**src/common/img_config.svh**
```systemverilog
`ifndef IMG_CONFIG_SVH
`define IMG_CONFIG_SVH

// ======================================================================
// Frame layout
// ======================================================================
`define IMG_HEADER_WORDS   8
`define IMG_PIXEL_BITS     12
`define IMG_WORD_BITS      16

// ======================================================================
// Frame buffer and statistics sizes
// ======================================================================
// Kept small so a capture fits in a short simulation
`define IMG_BUF_WORDS      1024
`define IMG_ADDR_BITS      10

`define IMG_STAT_BITS      18
// Top pixel bits judged for highlight or shadow
`define IMG_STAT_TOP_BITS  7

`endif

```
**src/common/ctrl_pkg.sv**
```systemverilog
`include "img_config.svh"

package ctrl_pkg;

    // Top level control sequence
    typedef enum logic [1:0] {
        CTRL_IDLE,
        CTRL_CAPTURING,
        CTRL_READING
    } ctrl_state_t;

    // Result of the last capture
    typedef struct packed {
        logic [`IMG_ADDR_BITS:0]   word_count;
        logic [`IMG_STAT_BITS-1:0] highlight_count;
        logic [`IMG_STAT_BITS-1:0] shadow_count;
    } capture_status_t;

endpackage

```
**src/capture_sequencer.sv**
```systemverilog
module capture_sequencer (
    input  logic clk,
    input  logic reset,
    input  logic cmd_capture,
    input  logic cmd_readout,
    input  logic capture_done,
    input  logic readout_end,
    output logic capture_start,
    output logic readout_start,
    output logic status_capture_done,
    output logic status_busy
);

    ctrl_pkg::ctrl_state_t state;

    assign status_busy = (state != ctrl_pkg::CTRL_IDLE);

    // Commands are only taken in idle, anything else is dropped
    always_ff @(posedge clk) begin
        if (reset) begin
            state               <= ctrl_pkg::CTRL_IDLE;
            capture_start       <= 1'b0;
            readout_start       <= 1'b0;
            status_capture_done <= 1'b0;
        end else begin
            capture_start       <= 1'b0;
            readout_start       <= 1'b0;
            status_capture_done <= 1'b0;

            case (state)
                ctrl_pkg::CTRL_IDLE: begin
                    // Capture wins if both arrive together
                    if (cmd_capture) begin
                        capture_start <= 1'b1;
                        state         <= ctrl_pkg::CTRL_CAPTURING;
                    end else if (cmd_readout) begin
                        readout_start <= 1'b1;
                        state         <= ctrl_pkg::CTRL_READING;
                    end
                end

                ctrl_pkg::CTRL_CAPTURING: begin
                    if (capture_done) begin
                        status_capture_done <= 1'b1;
                        state               <= ctrl_pkg::CTRL_IDLE;
                    end
                end

                ctrl_pkg::CTRL_READING: begin
                    // Buffer signals the last word or an empty buffer
                    if (readout_end) begin
                        state <= ctrl_pkg::CTRL_IDLE;
                    end
                end

                default: begin
                    state <= ctrl_pkg::CTRL_IDLE;
                end
            endcase
        end
    end

endmodule

```
**config.mk**
```make
export PLATFORM = sky130hd
export DESIGN_NAME = capture_sequencer
export DESIGN_NICKNAME = d
export VERILOG_FILES = /design/src/common/ctrl_pkg.sv /design/src/capture_sequencer.sv
export VERILOG_INCLUDE_DIRS = /design/src /design/src/common
export SDC_FILE = /design/constraint.sdc
export NUM_CORES = 1
export LEC_CHECK = 0
export BUFFER_PORTS_ARGS = -buffer_cell sky130_fd_sc_hd__buf_2
export CORE_AREA = 2 2 39 41
export CTS_CLUSTER_DIAMETER = 60
export DETAILED_ROUTE_END_ITERATION = 12
export DIE_AREA = 0 0 41 43
export PLACE_DENSITY = 0.38
export SYNTH_ARGS = -nofsm -noshare
export SYNTH_HDL_FRONTEND = slang
export SYNTH_SLANG_ARGS = --single-unit
```
**constraint.sdc**
```tcl
create_clock -name clk -period 2.4 [get_ports clk]
set_input_delay 0.24 -clock clk [delete_from_list [all_inputs] [get_ports clk]]
set_output_delay 0.24 -clock clk [all_outputs]
set_load 0.02 [all_outputs]
```
==> impl_metrics.yaml <==
detailed_routing:
  vias: 165
  wirelength_microns: 432
  viasPerCell: 3.67
  drt_iter0_drc: 6
  routedWlPerCell_microns: 9.60
  drcViolationCount: 0
  ant_nets: 0
  drtPass1Iterations: 2
setup_path:
  worstRegToRegCells: 2
  crit_chain: "or2_1, buf_2"
  path_max_fanout: 5
  r2r_start: "state[1]"
  r2r-end: "state[1]"
  endpoint_kind: "output pin"
  worst-path-buf-inv: 1
  reg2reg_slack_ns: 1.38
  startpoint_type: "flip-flop"
  slowest_delay_ns: 0.34
  slowest_stage: "dfxtp_1"
  cp.required_ns: 2.16
  path_class: "flip-flop to output pin"
  worstPathArrival_ns: 1.02
  path_delay_family: "flip-flops"
die:
  core_sq_um: 1380
  num_rows: 14
  fp.dieW_microns: 41
  die_area_sq_um: 1760
  ios: 10
  start_util_pct: 13.0
  die_y_microns: 43
clock_tree:
  clock_latency_ns: 0.24
  postCtsHoldBufs: 0
  numCtsBuffers: 3
  clk_pin_slew_worst_paths_ns: 0.05
  cts_resized: 0
  cts-htree-levels: 1
  cts_setup_buffers: 0
  cts.sinks: 5
  cts_max_path_buffers: 2
  cts_root_buf: "clkbuf_4"
  cts_tree: "built"
timing:
  grt_setup_unrepaired: "no"
  slew_viol_final: 0
  min_period_ns: 1.26
  finalSetupTns_ns: 0
  fmax_ghz: 0.791
  finalHoldViolations: 0
  fin_crit_sh_pct: 52.7
  relSlewSlack_pct: 84.6
  clock_skew_ns: 0.00332
  hold_ws_ns: 0.210
  worst_pin_slew_ns: 0.228
  setup_viol: 0
global_route:
  grt_first_pass_wirelength_microns: 655
  grt_max_degree: 6
  grt_pass1_vias: 166
  antenna_found_initial: 0
  grt_usage_pct: 6.81
  grt-ovfl-total: 0
finish:
  final_nets: 36
  nFillCells: 153
  drive_gt1_share_pct: 44.8
  syn_to_final_growth_pct: 50.7
  multi_input_area_sq_um: 80.1
  final-seq-area_sq_um: 100
  num_antenna_cells: 0
synth:
  syn_inst: 16
  synth_top_area_cell: "dfxtp_1"
  netlist_area_sq_um: 180
  yosysMostFrequentCell: "dfxtp_1"
  synth_nets: 22
  synth_seq_cells: 5
  synthFlopType: "dfxtp_1"
  netlist_top_cells_area: "dfxtp_1 56%, a211oi_2 6.9%, nand2b_1 6.9%"
  syn_avg_cell_area_sq_um: 11.3
  yosysWarnings: 0
  synthArstFlopShare_pct: 0
  seq_area_frac_synth_pct: 55.6
  synth_cell_type_count: 11
  yosys.area.top_type_share_pct: 55.6
  synthTopCellsByCount: "5 x dfxtp_1, 2 x nand2b_1"
  synth_edf_count: 0
power_and_ir_drop:
  peakVddDrop_v: 0.000129
  power.density_nw_per_um2: 789
  power.leakage_nw: 0.118
min_path:
  hp-class: "input port to flip-flop"
  hp-start: "cmd_capture"
  min_path_cells: 2
  whs_endpoint: "readout_start"
flow_run:
  max-cap-violations: 0
place:
  io_buffer_count: 9
  globalplace.congestion: 0.654
outcome:
  status: "finished, final reports clean"
## where the power goes
group          switching [mW]  total [mW]  internal [mW]
Clock                  0.0349      0.0978         0.0629
Combinational          0.0140      0.0254         0.0113
Sequential            0.00306      0.0910         0.0880
Total                  0.0520       0.214          0.162
## flip-flops by register name, indices dropped and copies added, names as in the netlist
| name | cells |
|---|---|
| state | 2 |
| capture_start | 1 |
| readout_start | 1 |
| status_capture_done | 1 |
## worst reg2reg max path: cells and delay by family, from the launching register on
kind	cells	cell delay (ns)
AOI/OAI and AO/OA	1	0.22
DFF	1	0.33
and+or+nand+nor	1	0.40
## layout by cell type (no fill, tap or decap)
master / n
or2_1: 1
dfxtp_1: 5
a211oi_2: 1
nand2_1: 1
nor3_1: 1
nor3b_1: 1
clkbuf_1: 1
buf_2: 9
nor4b_1: 1
or3b_1: 1
nand2b_1: 2
clkbuf_4: 3
a211oi_1: 1
or2b_1: 1
## per-stage QoR
step / cell area (sq um) / worst slack, ns / total power, mW / utilization (%) / instances
final: 272 / 1.14 / 0.214 / 19.6 / 45
after global placement: 245 / 1.41 / 0.117 / 17.7 / 41
after floorplan: 180 / 1.43 / 0.106 / - / 16
after CTS: 272 / 1.12 / 0.220 / 19.6 / 45
after detailed placement: 245 / 1.38 / 0.118 / 17.7 / 41
after global routing: 272 / 1.08 / 0.232 / 19.6 / 45
## cell type report
cell class	instances	area share, %
multi-input cells	11	29.5
repair buffers	9	16.6
well taps	16	7.37
flip-flops and latches	5	36.9
clock buffers	4	9.68
## how the worst max path moves through the flow
stage	startpoint	cells after the start	end
after floorplan	state[0]	2	readout_start
after global placement	cmd_capture	3	state[1]
after detailed placement	cmd_capture	3	state[1]
after CTS	state[0]	2	status_busy
after global routing	state[0]	2	status_busy
final	state[0]	2	status_busy
## layer usage
metal / routed length (microns) / track usage, %
met3: 68 / 6.28
met5: 0 / 0
met1: 172 / 5.75
met4: 0 / 8.00
met2: 191 / 8.13
## cells by family (layout without fill, tap and decap cells)
kind of cell,Yosys count,after routing,synth area share [%]
AND/OR/NAND/NOR,9,9,33.3
buffers and inverters,0,13,0
flip-flops,5,5,55.6
AO/OA/AOI/OAI,2,2,11.1
(Power assumes the default switching activity.)
