## src/common/img_config.svh

```systemverilog
`ifndef IMG_CONFIG_SVH
`define IMG_CONFIG_SVH

// ======================================================================
// Frame layout
// ======================================================================
`define IMG_HEADER_WORDS   8
`define IMG_PIXEL_BITS     12
`define IMG_WORD_BITS      16

// ======================================================================
// Frame buffer and statistics sizes
// ======================================================================
// Kept small so a capture fits in a short simulation
`define IMG_BUF_WORDS      1024
`define IMG_ADDR_BITS      10

`define IMG_STAT_BITS      18
// Top pixel bits judged for highlight or shadow
`define IMG_STAT_TOP_BITS  7

`endif

```

## src/common/img_pkg.sv

```systemverilog
`include "img_config.svh"

package img_pkg;

    // Registered sensor inputs
    typedef struct packed {
        logic                       frame_valid;
        logic                       line_valid;
        logic [`IMG_PIXEL_BITS-1:0] pixel;
    } pixel_bus_t;

    typedef logic [`IMG_WORD_BITS-1:0] img_word_t;

    // One word towards the frame buffer
    typedef struct packed {
        logic      strobe;
        img_word_t word;
    } buf_write_t;

    // Pixel input sequence
    typedef enum logic [2:0] {
        CAP_IDLE,
        CAP_CLEAR,
        CAP_HEADER,
        CAP_WAIT_FRAME_LOW,
        CAP_WAIT_FRAME_HIGH,
        CAP_FRAME,
        CAP_CHECKSUM_LOW,
        CAP_CHECKSUM_HIGH
    } capture_state_t;

endpackage

```

## src/capture/fletcher_checksum.sv

```systemverilog
module fletcher_checksum (
    input  logic               clk,
    input  logic               clear,
    input  logic               enable,
    input  img_pkg::img_word_t word,
    output logic [31:0]        sum
);

    logic [15:0] sum1;
    logic [15:0] sum2;
    logic [15:0] sum1_next;
    logic [15:0] sum2_next;

    // Addition modulo 65535
    function automatic logic [15:0] add_mod(input logic [15:0] a, input logic [15:0] b);
        logic [16:0] total;
        total = a + b;
        if (total >= 17'd65535) total = total - 17'd65535;
        return total[15:0];
    endfunction

    assign sum1_next = add_mod(sum1, word);
    assign sum2_next = add_mod(sum2, sum1_next);
    assign sum       = {sum2, sum1};

    always_ff @(posedge clk) begin
        if (clear) begin
            sum1 <= '0;
            sum2 <= '0;
        end else if (enable) begin
            sum1 <= sum1_next;
            sum2 <= sum2_next;
        end
    end

endmodule

```

## src/capture/pixel_stats.sv

```systemverilog
`include "img_config.svh"

module pixel_stats (
    input  logic                      clk,
    input  logic                      clear,
    input  logic                      active,
    input  img_pkg::pixel_bus_t       pixel,
    output logic [`IMG_STAT_BITS-1:0] highlight_count,
    output logic [`IMG_STAT_BITS-1:0] shadow_count
);

    logic [1:0]                     col;
    logic [1:0]                     row;
    logic                           line_valid_prev;
    logic                           sample;
    logic [`IMG_STAT_TOP_BITS-1:0]  top_bits;

    assign top_bits = pixel.pixel[`IMG_PIXEL_BITS-1 -: `IMG_STAT_TOP_BITS];
    // Top left pixel of each 4x4 tile
    assign sample   = active && pixel.line_valid && (col == 2'd0) && (row == 2'd0);

    always_ff @(posedge clk) begin
        if (clear) begin
            col             <= '0;
            row             <= '0;
            line_valid_prev <= 1'b0;
            highlight_count <= '0;
            shadow_count    <= '0;
        end else begin
            line_valid_prev <= pixel.line_valid;

            if (!pixel.line_valid) col <= '0;
            else                   col <= col + 2'd1;

            // Row steps on the falling edge of line valid
            if (!pixel.frame_valid) begin
                row <= '0;
            end else if (line_valid_prev && !pixel.line_valid) begin
                row <= row + 2'd1;
            end

            if (sample) begin
                if (&top_bits)       highlight_count <= highlight_count + 1'b1;
                else if (~|top_bits) shadow_count    <= shadow_count + 1'b1;
            end
        end
    end

endmodule

```

## src/capture/pixel_capture.sv

```systemverilog
`include "img_config.svh"

module pixel_capture (
    input  logic                                        clk,
    input  logic                                        reset,
    input  logic                                        capture_start,
    input  logic [`IMG_HEADER_WORDS*`IMG_WORD_BITS-1:0] cmd_header,
    input  img_pkg::pixel_bus_t                         pixel_in,
    output img_pkg::buf_write_t                         buf_write,
    output logic                                        capture_done,
    output logic [`IMG_STAT_BITS-1:0]                   highlight_count,
    output logic [`IMG_STAT_BITS-1:0]                   shadow_count
);

    localparam int HDR_BITS     = `IMG_HEADER_WORDS * `IMG_WORD_BITS;
    localparam int HDR_CNT_BITS = $clog2(`IMG_HEADER_WORDS);
    localparam int PAD_BITS     = `IMG_WORD_BITS - `IMG_PIXEL_BITS;

    img_pkg::capture_state_t   state;
    img_pkg::pixel_bus_t       pix_reg;
    img_pkg::buf_write_t       next_write;
    logic                      write_strobe;
    img_pkg::img_word_t        write_word;
    logic [HDR_BITS-1:0]       header_shift;
    logic [HDR_CNT_BITS-1:0]   header_left;
    logic                      in_frame;
    logic                      block_clear;
    logic                      csum_enable;
    logic [31:0]               csum;

    assign in_frame    = (state == img_pkg::CAP_WAIT_FRAME_HIGH) ||
                         (state == img_pkg::CAP_FRAME);
    assign block_clear = reset || (state == img_pkg::CAP_CLEAR);

    // ======================================================================
    // Word selection
    // ======================================================================
    always_comb begin
        next_write = '0;
        case (state)
            img_pkg::CAP_HEADER: begin
                next_write.strobe = 1'b1;
                next_write.word   = header_shift[HDR_BITS-1 -: `IMG_WORD_BITS];
            end
            img_pkg::CAP_WAIT_FRAME_HIGH, img_pkg::CAP_FRAME: begin
                next_write.strobe = pix_reg.frame_valid && pix_reg.line_valid;
                next_write.word   = {{PAD_BITS{1'b0}}, pix_reg.pixel};
            end
            img_pkg::CAP_CHECKSUM_LOW: begin
                next_write.strobe = 1'b1;
                next_write.word   = csum[15:0];
            end
            img_pkg::CAP_CHECKSUM_HIGH: begin
                next_write.strobe = 1'b1;
                next_write.word   = csum[31:16];
            end
            default: begin
                next_write = '0;
            end
        endcase
    end

    // The checksum covers header and pixels, not itself
    assign csum_enable = next_write.strobe &&
                         (state != img_pkg::CAP_CHECKSUM_LOW) &&
                         (state != img_pkg::CAP_CHECKSUM_HIGH);

    assign buf_write.strobe = write_strobe;
    assign buf_write.word   = write_word;

    // ======================================================================
    // Capture FSM
    // ======================================================================
    always_ff @(posedge clk) begin
        if (reset) begin
            state        <= img_pkg::CAP_IDLE;
            pix_reg      <= '0;
            write_strobe <= 1'b0;
            capture_done <= 1'b0;
            header_left  <= '0;
        end else begin
            pix_reg      <= pixel_in;
            write_strobe <= next_write.strobe;
            capture_done <= (state == img_pkg::CAP_CHECKSUM_HIGH);

            case (state)
                img_pkg::CAP_IDLE: begin
                    if (capture_start) state <= img_pkg::CAP_CLEAR;
                end
                img_pkg::CAP_CLEAR: begin
                    header_left <= HDR_CNT_BITS'(`IMG_HEADER_WORDS - 1);
                    state       <= img_pkg::CAP_HEADER;
                end
                img_pkg::CAP_HEADER: begin
                    header_left <= header_left - 1'b1;
                    if (header_left == '0) state <= img_pkg::CAP_WAIT_FRAME_LOW;
                end
                // Skip any frame already running
                img_pkg::CAP_WAIT_FRAME_LOW: begin
                    if (!pix_reg.frame_valid) state <= img_pkg::CAP_WAIT_FRAME_HIGH;
                end
                img_pkg::CAP_WAIT_FRAME_HIGH: begin
                    if (pix_reg.frame_valid) state <= img_pkg::CAP_FRAME;
                end
                img_pkg::CAP_FRAME: begin
                    if (!pix_reg.frame_valid) state <= img_pkg::CAP_CHECKSUM_LOW;
                end
                img_pkg::CAP_CHECKSUM_LOW: begin
                    state <= img_pkg::CAP_CHECKSUM_HIGH;
                end
                default: begin
                    state <= img_pkg::CAP_IDLE;
                end
            endcase
        end
    end

    // Header shifts out MSW first
    always_ff @(posedge clk) begin
        write_word <= next_write.word;
        if (state == img_pkg::CAP_CLEAR) begin
            header_shift <= cmd_header;
        end else if (state == img_pkg::CAP_HEADER) begin
            header_shift <= header_shift << `IMG_WORD_BITS;
        end
    end

    fletcher_checksum u_checksum (
        .clk    (clk),
        .clear  (block_clear),
        .enable (csum_enable),
        .word   (next_write.word),
        .sum    (csum)
    );

    pixel_stats u_stats (
        .clk             (clk),
        .clear           (block_clear),
        .active          (in_frame),
        .pixel           (pix_reg),
        .highlight_count (highlight_count),
        .shadow_count    (shadow_count)
    );

endmodule

```

## config.mk

```make
export PLATFORM = sky130hd
export DESIGN_NAME = pixel_capture
export DESIGN_NICKNAME = d
export VERILOG_FILES = /design/src/common/img_pkg.sv /design/src/capture/fletcher_checksum.sv /design/src/capture/pixel_stats.sv /design/src/capture/pixel_capture.sv
export VERILOG_INCLUDE_DIRS = /design/src /design/src/common
export SDC_FILE = /design/constraint.sdc
export NUM_CORES = 1
export LEC_CHECK = 0
export BUFFER_PORTS_ARGS = -buffer_cell sky130_fd_sc_hd__buf_2
export CORE_MARGIN = 1
export CORE_UTILIZATION = 55
export CTS_CLUSTER_SIZE = 10
export DETAILED_ROUTE_END_ITERATION = 6
export GPL_ROUTABILITY_DRIVEN = 0
export MAX_ROUTING_LAYER = met4
export PLACE_DENSITY = 0.75
export SLEW_MARGIN = 10
export SYNTH_ARGS = -nofsm -noshare
export SYNTH_HDL_FRONTEND = slang
export SYNTH_HIERARCHICAL = 1
export SYNTH_SLANG_ARGS = --single-unit
```

## constraint.sdc

```tcl
create_clock -name clk -period 9 [get_ports clk]
set_input_delay 1.35 -clock clk [delete_from_list [all_inputs] [get_ports clk]]
set_output_delay 1.35 -clock clk [all_outputs]
set_load 0.005 [all_outputs]
```

==> key figures, run 1 <==
Status
  • Outcome: finished clean

Timing
  • Final min period: 8.207 ns
  • Slew of the pin with the lowest slew margin: about 0.95 ns
  • Final Setup Violations: 0
  • Fin. max-slew vios: 0
  • Period utilization: 91.19%
  • Final hold slack: roughly 0.48 ns
  • Fmax: 0.1218 GHz
  • Setup TNS: 0 ns
  • Worst-case clock skew: approximately 0.02 ns
  • Final Hold Violating Endpoints: 0
  • Unrepaired setup endpoints after global routing: false
  • Rel. slew slack: 35.71%

Setup path
  • Critical R2R Launch: state[0]
  • Crit path kind: flop to flop
  • Crit. Startpoint: state[0]
  • Reg2Reg Depth: 27
  • Reg2Reg Setup Slack: 0.79 ns
  • Worst path arrival time: 8.68 ns
  • R2R Path End: u_checksum/sum2[12]
  • Worst Path Max Fanout: 23
  • Critical Path RT: 9.47 ns
  • Crit path launch type: flop
  • Setup crit end kind: flop

Layout
  • Commonest cells after routing, fill and taps aside: buf_2 (198), edfxtp_1 (128), mux2_2 (117)
  • Most flops, register: header_shift
  • Number of fillers in the final layout: about 1800
  • Biggest regs: header_shift (128), u_stats/highlight_count (18), u_stats/shadow_count (18)
  • Commonest non-fill, non-tap cell in the layout: buf_2
  • Nets@finish: 1549
  • Share of layout cells above drive strength 1: between 20% and 30%
  • Synth-to-Final Area Change: 15.86%
  • Max reg flops: 128

GRT
  • Global-route wire length before repair: 46710 µm
  • Congestion Overflow GR: 0
  • Initial antenna violation count: 11
  • Largest net degree at the start of global routing: 80
  • Vias in the first global route: 9192
  • GRT Total Usage: 25.59%

Clocking
  • Total CTS buffers: 29
  • CTS tree: done
  • CTS sink count: 239
  • Clock transition at path regs: 0.06 ns
  • H-tree levels: 1
  • Clk_lat worst skew: 0.57 ns
  • CTS Buffer Depth: 3
  • Hold buffer count at cts: 0
  • Root Driver: clkbuf_16
  • Post_cts resized: 0
  • Setup Buffers After CTS: 0

Yosys
  • Largest family of logic cells by synthesized area: simple AND/OR/NAND/NOR gates
  • Syn avg cell area: 10.74 µm²
  • Synth Warn #: 6
  • Synthesized cell area: 12690 µm²
  • Post-synth EDFFs: 128
  • Multiplexer area fraction after synthesis: roughly 11%
  • Mapped Cells: ~1200
  • Post-synthesis xor/xnor area fraction: 3.038%
  • Share of synthesized flip-flops with an asynchronous set or reset: 0%
  • Post-synth net total: 1373
  • Post-Synth Simple-Gate Area: 15.80%
  • Yosys reg bits: 239
  • Synth Area in Adders: ~4.8%
  • Synth cell types: between 70 and 80
  • Share of the yosys chip area belonging to registers: 47.82%
  • Main synth FF type: edfxtp_1
  • Synth Area in Compound Gates: 14.27%

Detailed routing
  • DRT Wirelength: 29960 µm
  • Routed len/inst: 17.90 µm
  • Post-route ant nets: 0
  • Remaining DRCs: 0
  • DRT Pass-1 Iters: 6
  • Detailed-route via count: 9888
  • DRT iter0 DRCs: about 990
  • Vias per cell: 5.907

Min path
  • Worst Hold Class: flop to flop
  • Hold worst-path end: u_stats/shadow_count[17]
  • HP Start: u_stats/shadow_count[17]
  • WHS Path Cells: 2

Power
  • Worst vdd ir: 202.1 µV
  • Lkg Pwr: 5.779 nW
  • Pwr/cell area: 296.4 nW/µm²

Floorplan
  • Core Footprint: 22640 µm²
  • Initial core utilization: 56.03%
  • IO Pins: 199
  • Std-Cell Rows: 55
  • Die area: between 20000 and 25000 µm²
  • Die Y: 153.9 µm
  • Die width: 153.9 µm

Flow run
  • Max cap viols: 0

Place
  • DPL Wire Length: approximately 21000 µm
  • Buffers on Ports: 198
==> worst max-delay path, stage by stage, from the launching register on <==
cell and delay [ns]:
dfxtp_1 0.38, inv_1 0.08, ha_1 0.45, a22oi_1 0.27
a21oi_1 0.09, a21o_1 0.20, ha_1 0.22, fa_1 0.42
a21o_1 0.23, a221oi_2 0.54, o21bai_2 0.14, xor2_1 0.33
nor4b_4 0.39, nand2_2 0.15, o41a_1 0.60, xnor2_1 0.27
ha_1 0.23, inv_1 0.06, fa_1 0.39, nor2b_1 0.20
o2111ai_2 0.18, a211o_1 0.30, o311ai_1 0.16, nand3_1 0.24
nor3_2 0.40, a41oi_1 0.46, or3_1 0.48, a311oi_1 0.24
==> cell usage after synthesis, types with 26 or more instances <==
library cell  instances  area (µm²)
nand4_1              27       168.9
a21oi_1              67       335.3
ha_1                 45       563.0
xnor2_1              28       245.2
mux2_2              117        1318
nor2b_1              26       162.7
edfxtp_1            128        3844
nor2_1               88       330.3
clkbuf_1             34       127.6
inv_1                34       127.6
dfxtp_1             111        2222
o21ai_0              41       205.2
nand2_1              66       247.7
==> metal layers <==
| layer | vias up | GRT usage, % | share of wire, % |
|---|---|---|---|
| met5 | - | - | 0 |
| met4 | 0 | 10.67 | 3.4 |
| met3 | 56 | 5.947 | 8.9 |
| met2 | 402 | 39.59 | 45 |
| met1 | 4622 | 32.27 | 43 |
| li1 | 4808 | - | - |
==> worst max path at each step <==
| stage | cells after the start | to |
|---|---|---|
| global route | 27 | u_checksum/sum2[12] |
| global placement | 27 | u_checksum/sum2[12] |
| detailed placement | 27 | u_checksum/sum2[12] |
| CTS | 27 | u_checksum/sum2[12] |
| floorplan | 30 | u_checksum/sum2[12] |
| finish | 27 | u_checksum/sum2[12] |
==> power by group <==
part | internal, mW | total (mW) | switching, mW
combinational | 0.620 | 1.42 | 0.804
clock | 0.616 | 1.06 | 0.442
sequential | 1.71 | 1.87 | 0.162
==> metrics by stage <==
| step | total power [mW] | worst slack [ns] | utilization (%) | area, µm² | std cells |
|---|---|---|---|---|---|
| finish | 4.356 | 0.7925 | 64.92 | 14700 | 1674 |
| global placement | 3.246 | 1.232 | 61.01 | 13810 | 1611 |
| global route | 4.586 | 0.2053 | 64.92 | 14700 | 1674 |
| floorplan | 2.988 | 1.906 | - | 12690 | 1181 |
| CTS | 4.374 | 0.8520 | 64.80 | 14670 | 1663 |
| detailed placement | 3.295 | 0.8821 | 61.01 | 13810 | 1611 |
==> final cells by class <==
cell class,count,area (µm²),area share [%]
Inverter,34,127.6,0.8683
Sequential cell,239,6066,41.27
Clock inverter,4,40.04,0.2724
Multi-Input combinational cell,847,6212,42.27
Tap cell,285,356.6,2.426
Clock buffer,48,817.0,5.559
Antenna cell,11,27.53,0.1873
Timing Repair Buffer,206,1051,7.151
==> cell families after synthesis <==
group	Yosys count
AOI/OAI and AO/OA	264
and+or+nand+nor	367
buffers and inverters	95
xor gates and xnor gates	44
muxes	125
DFF	239
adders and majority gates	47
Power figures use the tool's default switching activity.
==> inputs of run 2 (changes only) <==
Settings changed: ABC_AREA from default to 1, PLACE_DENSITY 0.75 to default, PLACE_DENSITY_LB_ADDON from default to 0.12.
==> key figures, run 2 <==
Timing
  • Fmax: 0.1437 GHz (+18%)
  • Worst-case clock skew: 0.01449 ns (-0.005476 ns)
  • Fin. max-slew vios: 0 (unchanged)
  • Post-route worst setup slack: 2.042 ns (+1.249 ns)
  • Final min period: 6.959 ns (-1.249 ns)
  • Unrepaired setup endpoints after global routing: false
  • Rel. slew slack: 26.16% (-9.5 points)
  • Final Setup Violations: 0 (unchanged)
  • Setup TNS: 0 ns (unchanged)
  • Slew of the pin with the lowest slew margin: 1.108 ns (+0.1557 ns)
  • Final Hold Violating Endpoints: 0 (unchanged)
  • Period utilization: 77.32% (-14 points)

Min path
  • HP Start: u_stats/col[0]
  • WHS Path Cells: 1 (-1)
  • Worst Hold Class: flop to flop

Setup path
  • Setup crit end kind: flop
  • Worst Setup EP: u_checksum/sum2[4]
  • Worst Path Max Fanout: 27 (+17%)
  • Critical R2R Launch: state[0]
  • Critical Path RT: 9.43 ns (-0.04 ns)
  • R2R Path End: u_checksum/sum2[4]
  • Max incr delay on CP: 0.48 ns (-0.12 ns)
  • Crit. Startpoint: state[0]
  • Top cell by count, worst path: nand2_1
  • Reg2Reg Depth: 38 (+41%)
  • Crit path launch type: flop
  • Slowest library cell on the worst path: fa_1
  • Crit path kind: flop to flop
  • Worst path arrival time: 7.39 ns (-1.29 ns)
  • Reg2Reg Setup Slack: 2.04 ns (+1.25 ns)

Clocking
  • Clock transition at path regs: 0.06 ns (about the same)
  • Hold buffer count at cts: 0 (unchanged)
  • H-tree levels: 1 (unchanged)
  • Root Driver: clkbuf_16
  • CTS tree: done
  • CTS Buffer Depth: 3 (unchanged)
  • CTS sink count: 239 (unchanged)
  • Setup Buffers After CTS: 0 (unchanged)
  • Post_cts resized: 0 (unchanged)
  • Total CTS buffers: 28 (-3.4%)
  • Clk_lat worst skew: 0.54 ns (-0.03 ns)

Yosys
  • Post-synth EDFFs: 128 (unchanged)
  • Post-synth net total: 1844 (+34%)
  • Synthesized cell area: 14110 µm² (+11%)
  • Share of the synthesized area in the top cell type: 27.25% (-3.1 points)
  • Yosys reg bits: 239 (unchanged)
  • Most frequent cell after synthesis: nand2_1
  • Main synth FF type: edfxtp_1
  • Largest cells by area after synthesis: edfxtp_1 (27%), dfxtp_1 (16%), nand2_1 (12%)
  • Mapped Cells: 1652 (+40%)
  • Share of the yosys chip area belonging to registers: 43.00% (-4.8 points)
  • Syn avg cell area: 8.539 µm² (-21%)
  • Largest area contributor in the netlist: edfxtp_1
  • Share of synthesized flip-flops with an asynchronous set or reset: 0% (unchanged)
  • Synth Warn #: 6 (unchanged)
  • Post-synth top cells: nand2_1 (439), inv_1 (201), nor2_1 (176)
  • Synth cell types: 50 (-37%)

Power
  • Lkg Pwr: 7.523 nW (+30%)
  • Worst vdd ir: 280.2 µV (+39%)
  • Pwr/cell area: 315.5 nW/µm² (+6.4%)

Layout
  • Area of the multi-input gates: 6868 µm² (+11%)
  • FF+latch area: 6066 µm² (unchanged)
  • Commonest cells after routing, fill and taps aside: nand2_1 (438), inv_1 (201), buf_2 (198)
  • Commonest non-fill, non-tap cell in the layout: nand2_1
  • Biggest regs: header_shift (128), u_stats/highlight_count (18), u_stats/shadow_count (18)
  • Synth-to-Final Area Change: 13.37%
  • Final Util: 63.50% (-1.4 points)
  • Post-route insts no fill: 2199 (+31%)
  • Most flops, register: header_shift
  • Number of fillers in the final layout: 2127 (+21%)
  • Share of layout cells above drive strength 1: 22.00% (-6.1 points)
  • Nets@finish: 2031 (+31%)
  • Max reg flops: 128 (unchanged)

Flow run
  • Max cap viols: 0 (unchanged)

GRT
  • Congestion Overflow GR: 0 (unchanged)
  • Global-route wire length before repair: 52990 µm (+13%)
  • Largest net degree at the start of global routing: 81 (+1.3%)
  • GRT Total Usage: 26.12% (+0.53 points)
  • Vias in the first global route: 10789 (+17%)
  • Initial antenna violation count: 9 (-2)

Floorplan
  • Die Y: 162.1 µm (+5.4%)
  • Die area: 26290 µm² (+11%)
  • Initial core utilization: 56.02% (about the same)
  • IO Pins: 199 (unchanged)
  • Core Footprint: 25180 µm² (+11%)
  • Die width: 162.1 µm (+5.4%)
  • Std-Cell Rows: 58 (+5.5%)

Place
  • Placed cells: 2139 (+33%)
  • Buffers on Ports: 198 (unchanged)
  • DPL Wire Length: 25700 µm (+20%)
  • Pre-CTS WS: 2.189 ns (+1.307 ns)

Detailed routing
  • Remaining DRCs: 0 (unchanged)
  • DRT Wirelength: 33860 µm (+13%)
  • DRT Pass-1 Iters: 5 (-1)
  • Detailed-route via count: 11505 (+16%)
  • Post-route ant nets: 0 (unchanged)
  • Vias per cell: 5.232 (-11%)
  • DRT iter0 DRCs: 908 (-8.0%)
  • Routed len/inst: 15.40 µm (-14%)

Status
  • Outcome: finished clean
[run 2: cells by family after synthesis]
family / count (synthesis) / synth area share [%]
DFF: 239 / 43.00
adders and majority gates: 47 / 4.275
and+or+nand+nor: 845 / 26.27
AOI/OAI and AO/OA: 123 / 4.728
buffers and inverters: 255 / 8.515
xor gates and xnor gates: 31 / 2.084
muxes: 112 / 11.12
[run 2: layout make-up]
| type | instances | area share (%) |
|---|---|---|
| repair buffers | 202 | 6.384 |
| inverters | 210 | 4.945 |
| well taps | 330 | 2.582 |
| multi-input cells | 1158 | 42.95 |
| diodes | 10 | 0.1565 |
| clock buffers | 47 | 4.890 |
| flip-flops and latches | 239 | 37.93 |
| clock inverters | 3 | 0.1643 |
[run 2: layer usage]
layer | vias up | GRT usage (%) | share of wire, %
li1 | 5799 | - | -
met1 | 5273 | 31.45 | 41
met2 | 369 | 43.00 | 48
met3 | 64 | 5.873 | 7.3
met4 | 0 | 9.134 | 2.9
met5 | - | - | 0
[run 2: stage by stage]
step                hold slack [ns]  cell area [µm²]  total power, mW
finish                       0.4331            15990            5.045
floorplan                    0.3998            14110            3.607
global route                 0.4439            15990            5.351
detailed placement           0.4271            15160            4.028
global placement             0.4132            15160            3.975
CTS                          0.4347            15970            5.052
[run 2: how the worst min path moves through the flow]
stage,end,slack (ns)
detailed placement,u_stats/col[0],0.43
finish,u_stats/col[0],0.43
CTS,u_stats/col[0],0.43
global route,u_stats/col[0],0.44
floorplan,u_stats/col[0],0.40
global placement,u_stats/col[0],0.41
[run 2: power breakdown]
part | internal, mW | switching, mW
combinational | 0.890 | 1.28
clock | 0.586 | 0.423
sequential | 1.72 | 0.154
total | 3.19 | 1.85
[run 2: worst max-delay path, delay by kind of cell (launching register included)]
kind	cells	cell delay, ns
buffers and inverters	7	0.91
XOR/XNOR	1	0.24
flip-flops	1	0.39
AND/OR/NAND/NOR	24	3.53
adder cells (fa/ha/maj)	6	1.80
==> inputs of run 3 (changes only) <==
Clock period 9 ns to 6.93 ns, I/O delays scaled along.
==> key figures, run 3 (same netlist as run 2, synthesis figures left out) <==
Setup path
  • Worst Path Max Fanout: 17 (-37%)
  • Crit path launch type: flop
  • Slowest library cell on the worst path: fa_1
  • Worst path arrival time: 6.90 ns (-0.49 ns)
  • Critical Path RT: 7.41 ns (-2.02 ns)
  • Crit path kind: flop to flop
  • Max incr delay on CP: 0.53 ns (+0.05 ns)
  • Top cell by count, worst path: nand2_1
  • Setup crit end kind: flop

Power
  • Total Power: 6.583 mW (+30%)
  • Worst vdd ir: 288.9 µV (+3.1%)
  • Sw power: 2.409 mW (+30%)
  • Sw Ratio: 36.60% (-0.16 points)
  • Clock Power Share: 20.6% (+0.6 points)
  • Pwr/cell area: 408.8 nW/µm² (+30%)
  • Register share of total power: 36.8% (-0.2 points)
  • Gate power share: 42.7% (-0.3 points)
  • Internal Power: 4.173 mW (+31%)
  • Lkg Pwr: 7.552 nW (+0.38%)

Timing
  • Fmax: 0.1558 GHz (+8.4%)
  • Worst-case clock skew: 0.03912 ns (+0.02462 ns)
  • Rel. slew slack: 26.48% (+0.31 points)
  • Period utilization: 92.63% (+15 points)
  • Slew of the pin with the lowest slew margin: 1.103 ns (-0.004680 ns)
  • Final Setup Violations: 0 (unchanged)
  • Fin. max-slew vios: 0 (unchanged)
  • Final hold slack: 0.4297 ns (-0.003383 ns)
  • Final min period: 6.419 ns (-0.5393 ns)
  • Final Hold Violating Endpoints: 0 (unchanged)
  • Setup TNS: 0 ns (unchanged)

Layout
  • Most flops, register: header_shift
  • Nets@finish: 2036 (+0.25%)
  • Commonest cells after routing, fill and taps aside: nand2_1 (436), inv_1 (200), buf_2 (198)
  • Max reg flops: 128 (unchanged)
  • Commonest non-fill, non-tap cell in the layout: nand2_1
  • Share of layout cells above drive strength 1: 22.52% (+0.52 points)
  • Biggest regs: header_shift (128), u_stats/highlight_count (18), u_stats/shadow_count (18)
  • Number of fillers in the final layout: 2135 (+0.38%)
  • Post-route cell area: 16100 µm² (+0.69%)
  • Synth-to-Final Area Change: 14.15%

Clocking
  • Hold buffer count at cts: 0 (unchanged)
  • Root Driver: clkbuf_16
  • Clk_lat worst skew: 0.57 ns (+0.03 ns)
  • CTS Buffer Depth: 3 (unchanged)
  • CTS sink count: 239 (unchanged)
  • H-tree levels: 1 (unchanged)
  • Clock transition at path regs: 0.06 ns (about the same)
  • Total CTS buffers: 28 (unchanged)
  • CTS tree: done

Flow run
  • Max cap viols: 0 (unchanged)

Detailed routing
  • Detailed-route via count: 11630 (+1.1%)
  • DRT Pass-1 Iters: 6 (+1)
  • Routed wl met3: 2558 µm (+3.3%)
  • Max Used Layer: met4
  • DRT iter0 DRCs: 971 (+6.9%)
  • Post-route ant nets: 0 (unchanged)
  • Vias per cell: 5.272 (+0.77%)
  • Routed len/inst: 15.35 µm (-0.28%)
  • Remaining DRCs: 0 (unchanged)
  • Met2 WL: 15900 µm (-2.8%)
  • DRT Wirelength: 33870 µm (about the same)
  • Met1 wire length: 13920 µm (-0.88%)

Floorplan
  • Initial core utilization: 56.02% (unchanged)
  • Std-Cell Rows: 58 (unchanged)
  • Core Footprint: 25180 µm² (unchanged)
  • Die Y: 162.1 µm (unchanged)
  • Die area: 26290 µm² (unchanged)
  • Die width: 162.1 µm (unchanged)
  • IO Pins: 199 (unchanged)

Place
  • DPL Wire Length: 25490 µm (-0.84%)
  • Cell Area, Placed: 15180 µm² (+0.15%)
  • Buffers on Ports: 198 (unchanged)

GRT
  • Largest net degree at the start of global routing: 88 (+8.6%)
  • Vias in the first global route: 10717 (-0.67%)
  • Global-route wire length before repair: 52760 µm (-0.42%)
  • Congestion Overflow GR: 0 (unchanged)
  • GRT Total Usage: 25.96% (-0.15 points)
  • Initial antenna violation count: 10 (+1)

Min path
  • Worst Hold Class: flop to flop

Status
  • Outcome: finished clean
==> run 3: power groups by stage <==
stage / sequential [mW] / clock [mW] / combinational (mW)
floorplan: 2.42 / 0 / 2.26
global placement: 2.43 / 0 / 2.72
detailed placement: 2.45 / 0 / 2.77
CTS: 2.42 / 1.38 / 2.79
global route: 2.47 / 1.43 / 3.08
finish: 2.42 / 1.35 / 2.81
==> run 3: worst paths after layout <==
| kind | start | endpoint | slack, ns | depth (start not counted) |
|---|---|---|---|---|
| worst max-delay path | state[0] | u_checksum/sum2[7] | 0.51 | 41 |
| worst min-delay path | u_stats/col[0] | u_stats/col[0] | 0.43 | 1 |
| worst min register to register | u_stats/col[0] | u_stats/col[0] | 0.43 | 1 |
| worst max register to register | state[0] | u_checksum/sum2[7] | 0.51 | 41 |
==> run 3: critical path: cells and delay by family, from the launching register on <==
kind | cells | cell delay [ns]
buffers and inverters | 8 | 0.75
adder cells (fa/ha/maj) | 6 | 1.99
AND/OR/NAND/NOR | 27 | 3.19
flip-flops | 1 | 0.38
==> run 3: metrics by stage <==
step	utilization, %	cells	setup WS, ns
6_report	63.94	2206	0.5108
5_1_grt	63.93	2205	-0.01012
4_1_cts	63.64	2193	0.3344
3_5_place_dp	60.29	2142	0.4142
3_3_place_gp	60.29	2142	0.6526
2_1_floorplan	-	1652	1.431
==> run 3: area by class of cell <==
type / instances / area [µm²] / area share, %
Clock buffer: 49 / 809.5 / 5.028
Antenna cell: 11 / 27.53 / 0.1710
Tap cell: 330 / 412.9 / 2.564
Timing Repair Buffer: 206 / 1051 / 6.527
Sequential cell: 239 / 6066 / 37.67
Inverter: 210 / 794.5 / 4.934
Clock inverter: 2 / 35.03 / 0.2176
Multi-Input combinational cell: 1159 / 6905 / 42.89
==> run 3: layer usage <==
layer  up-vias  global-route usage (%)
met3        82                   6.027
met4         0                   11.41
li1       5825                       -
met2       392                   42.22
met5         -                       -
met1      5331                   30.69
==> run 3: timing repair <==
item | in CTS | in global routing
setup endpoints to repair | 0 | 16
buffers inserted | 0 | 1
gates resized for setup | 0 | 7
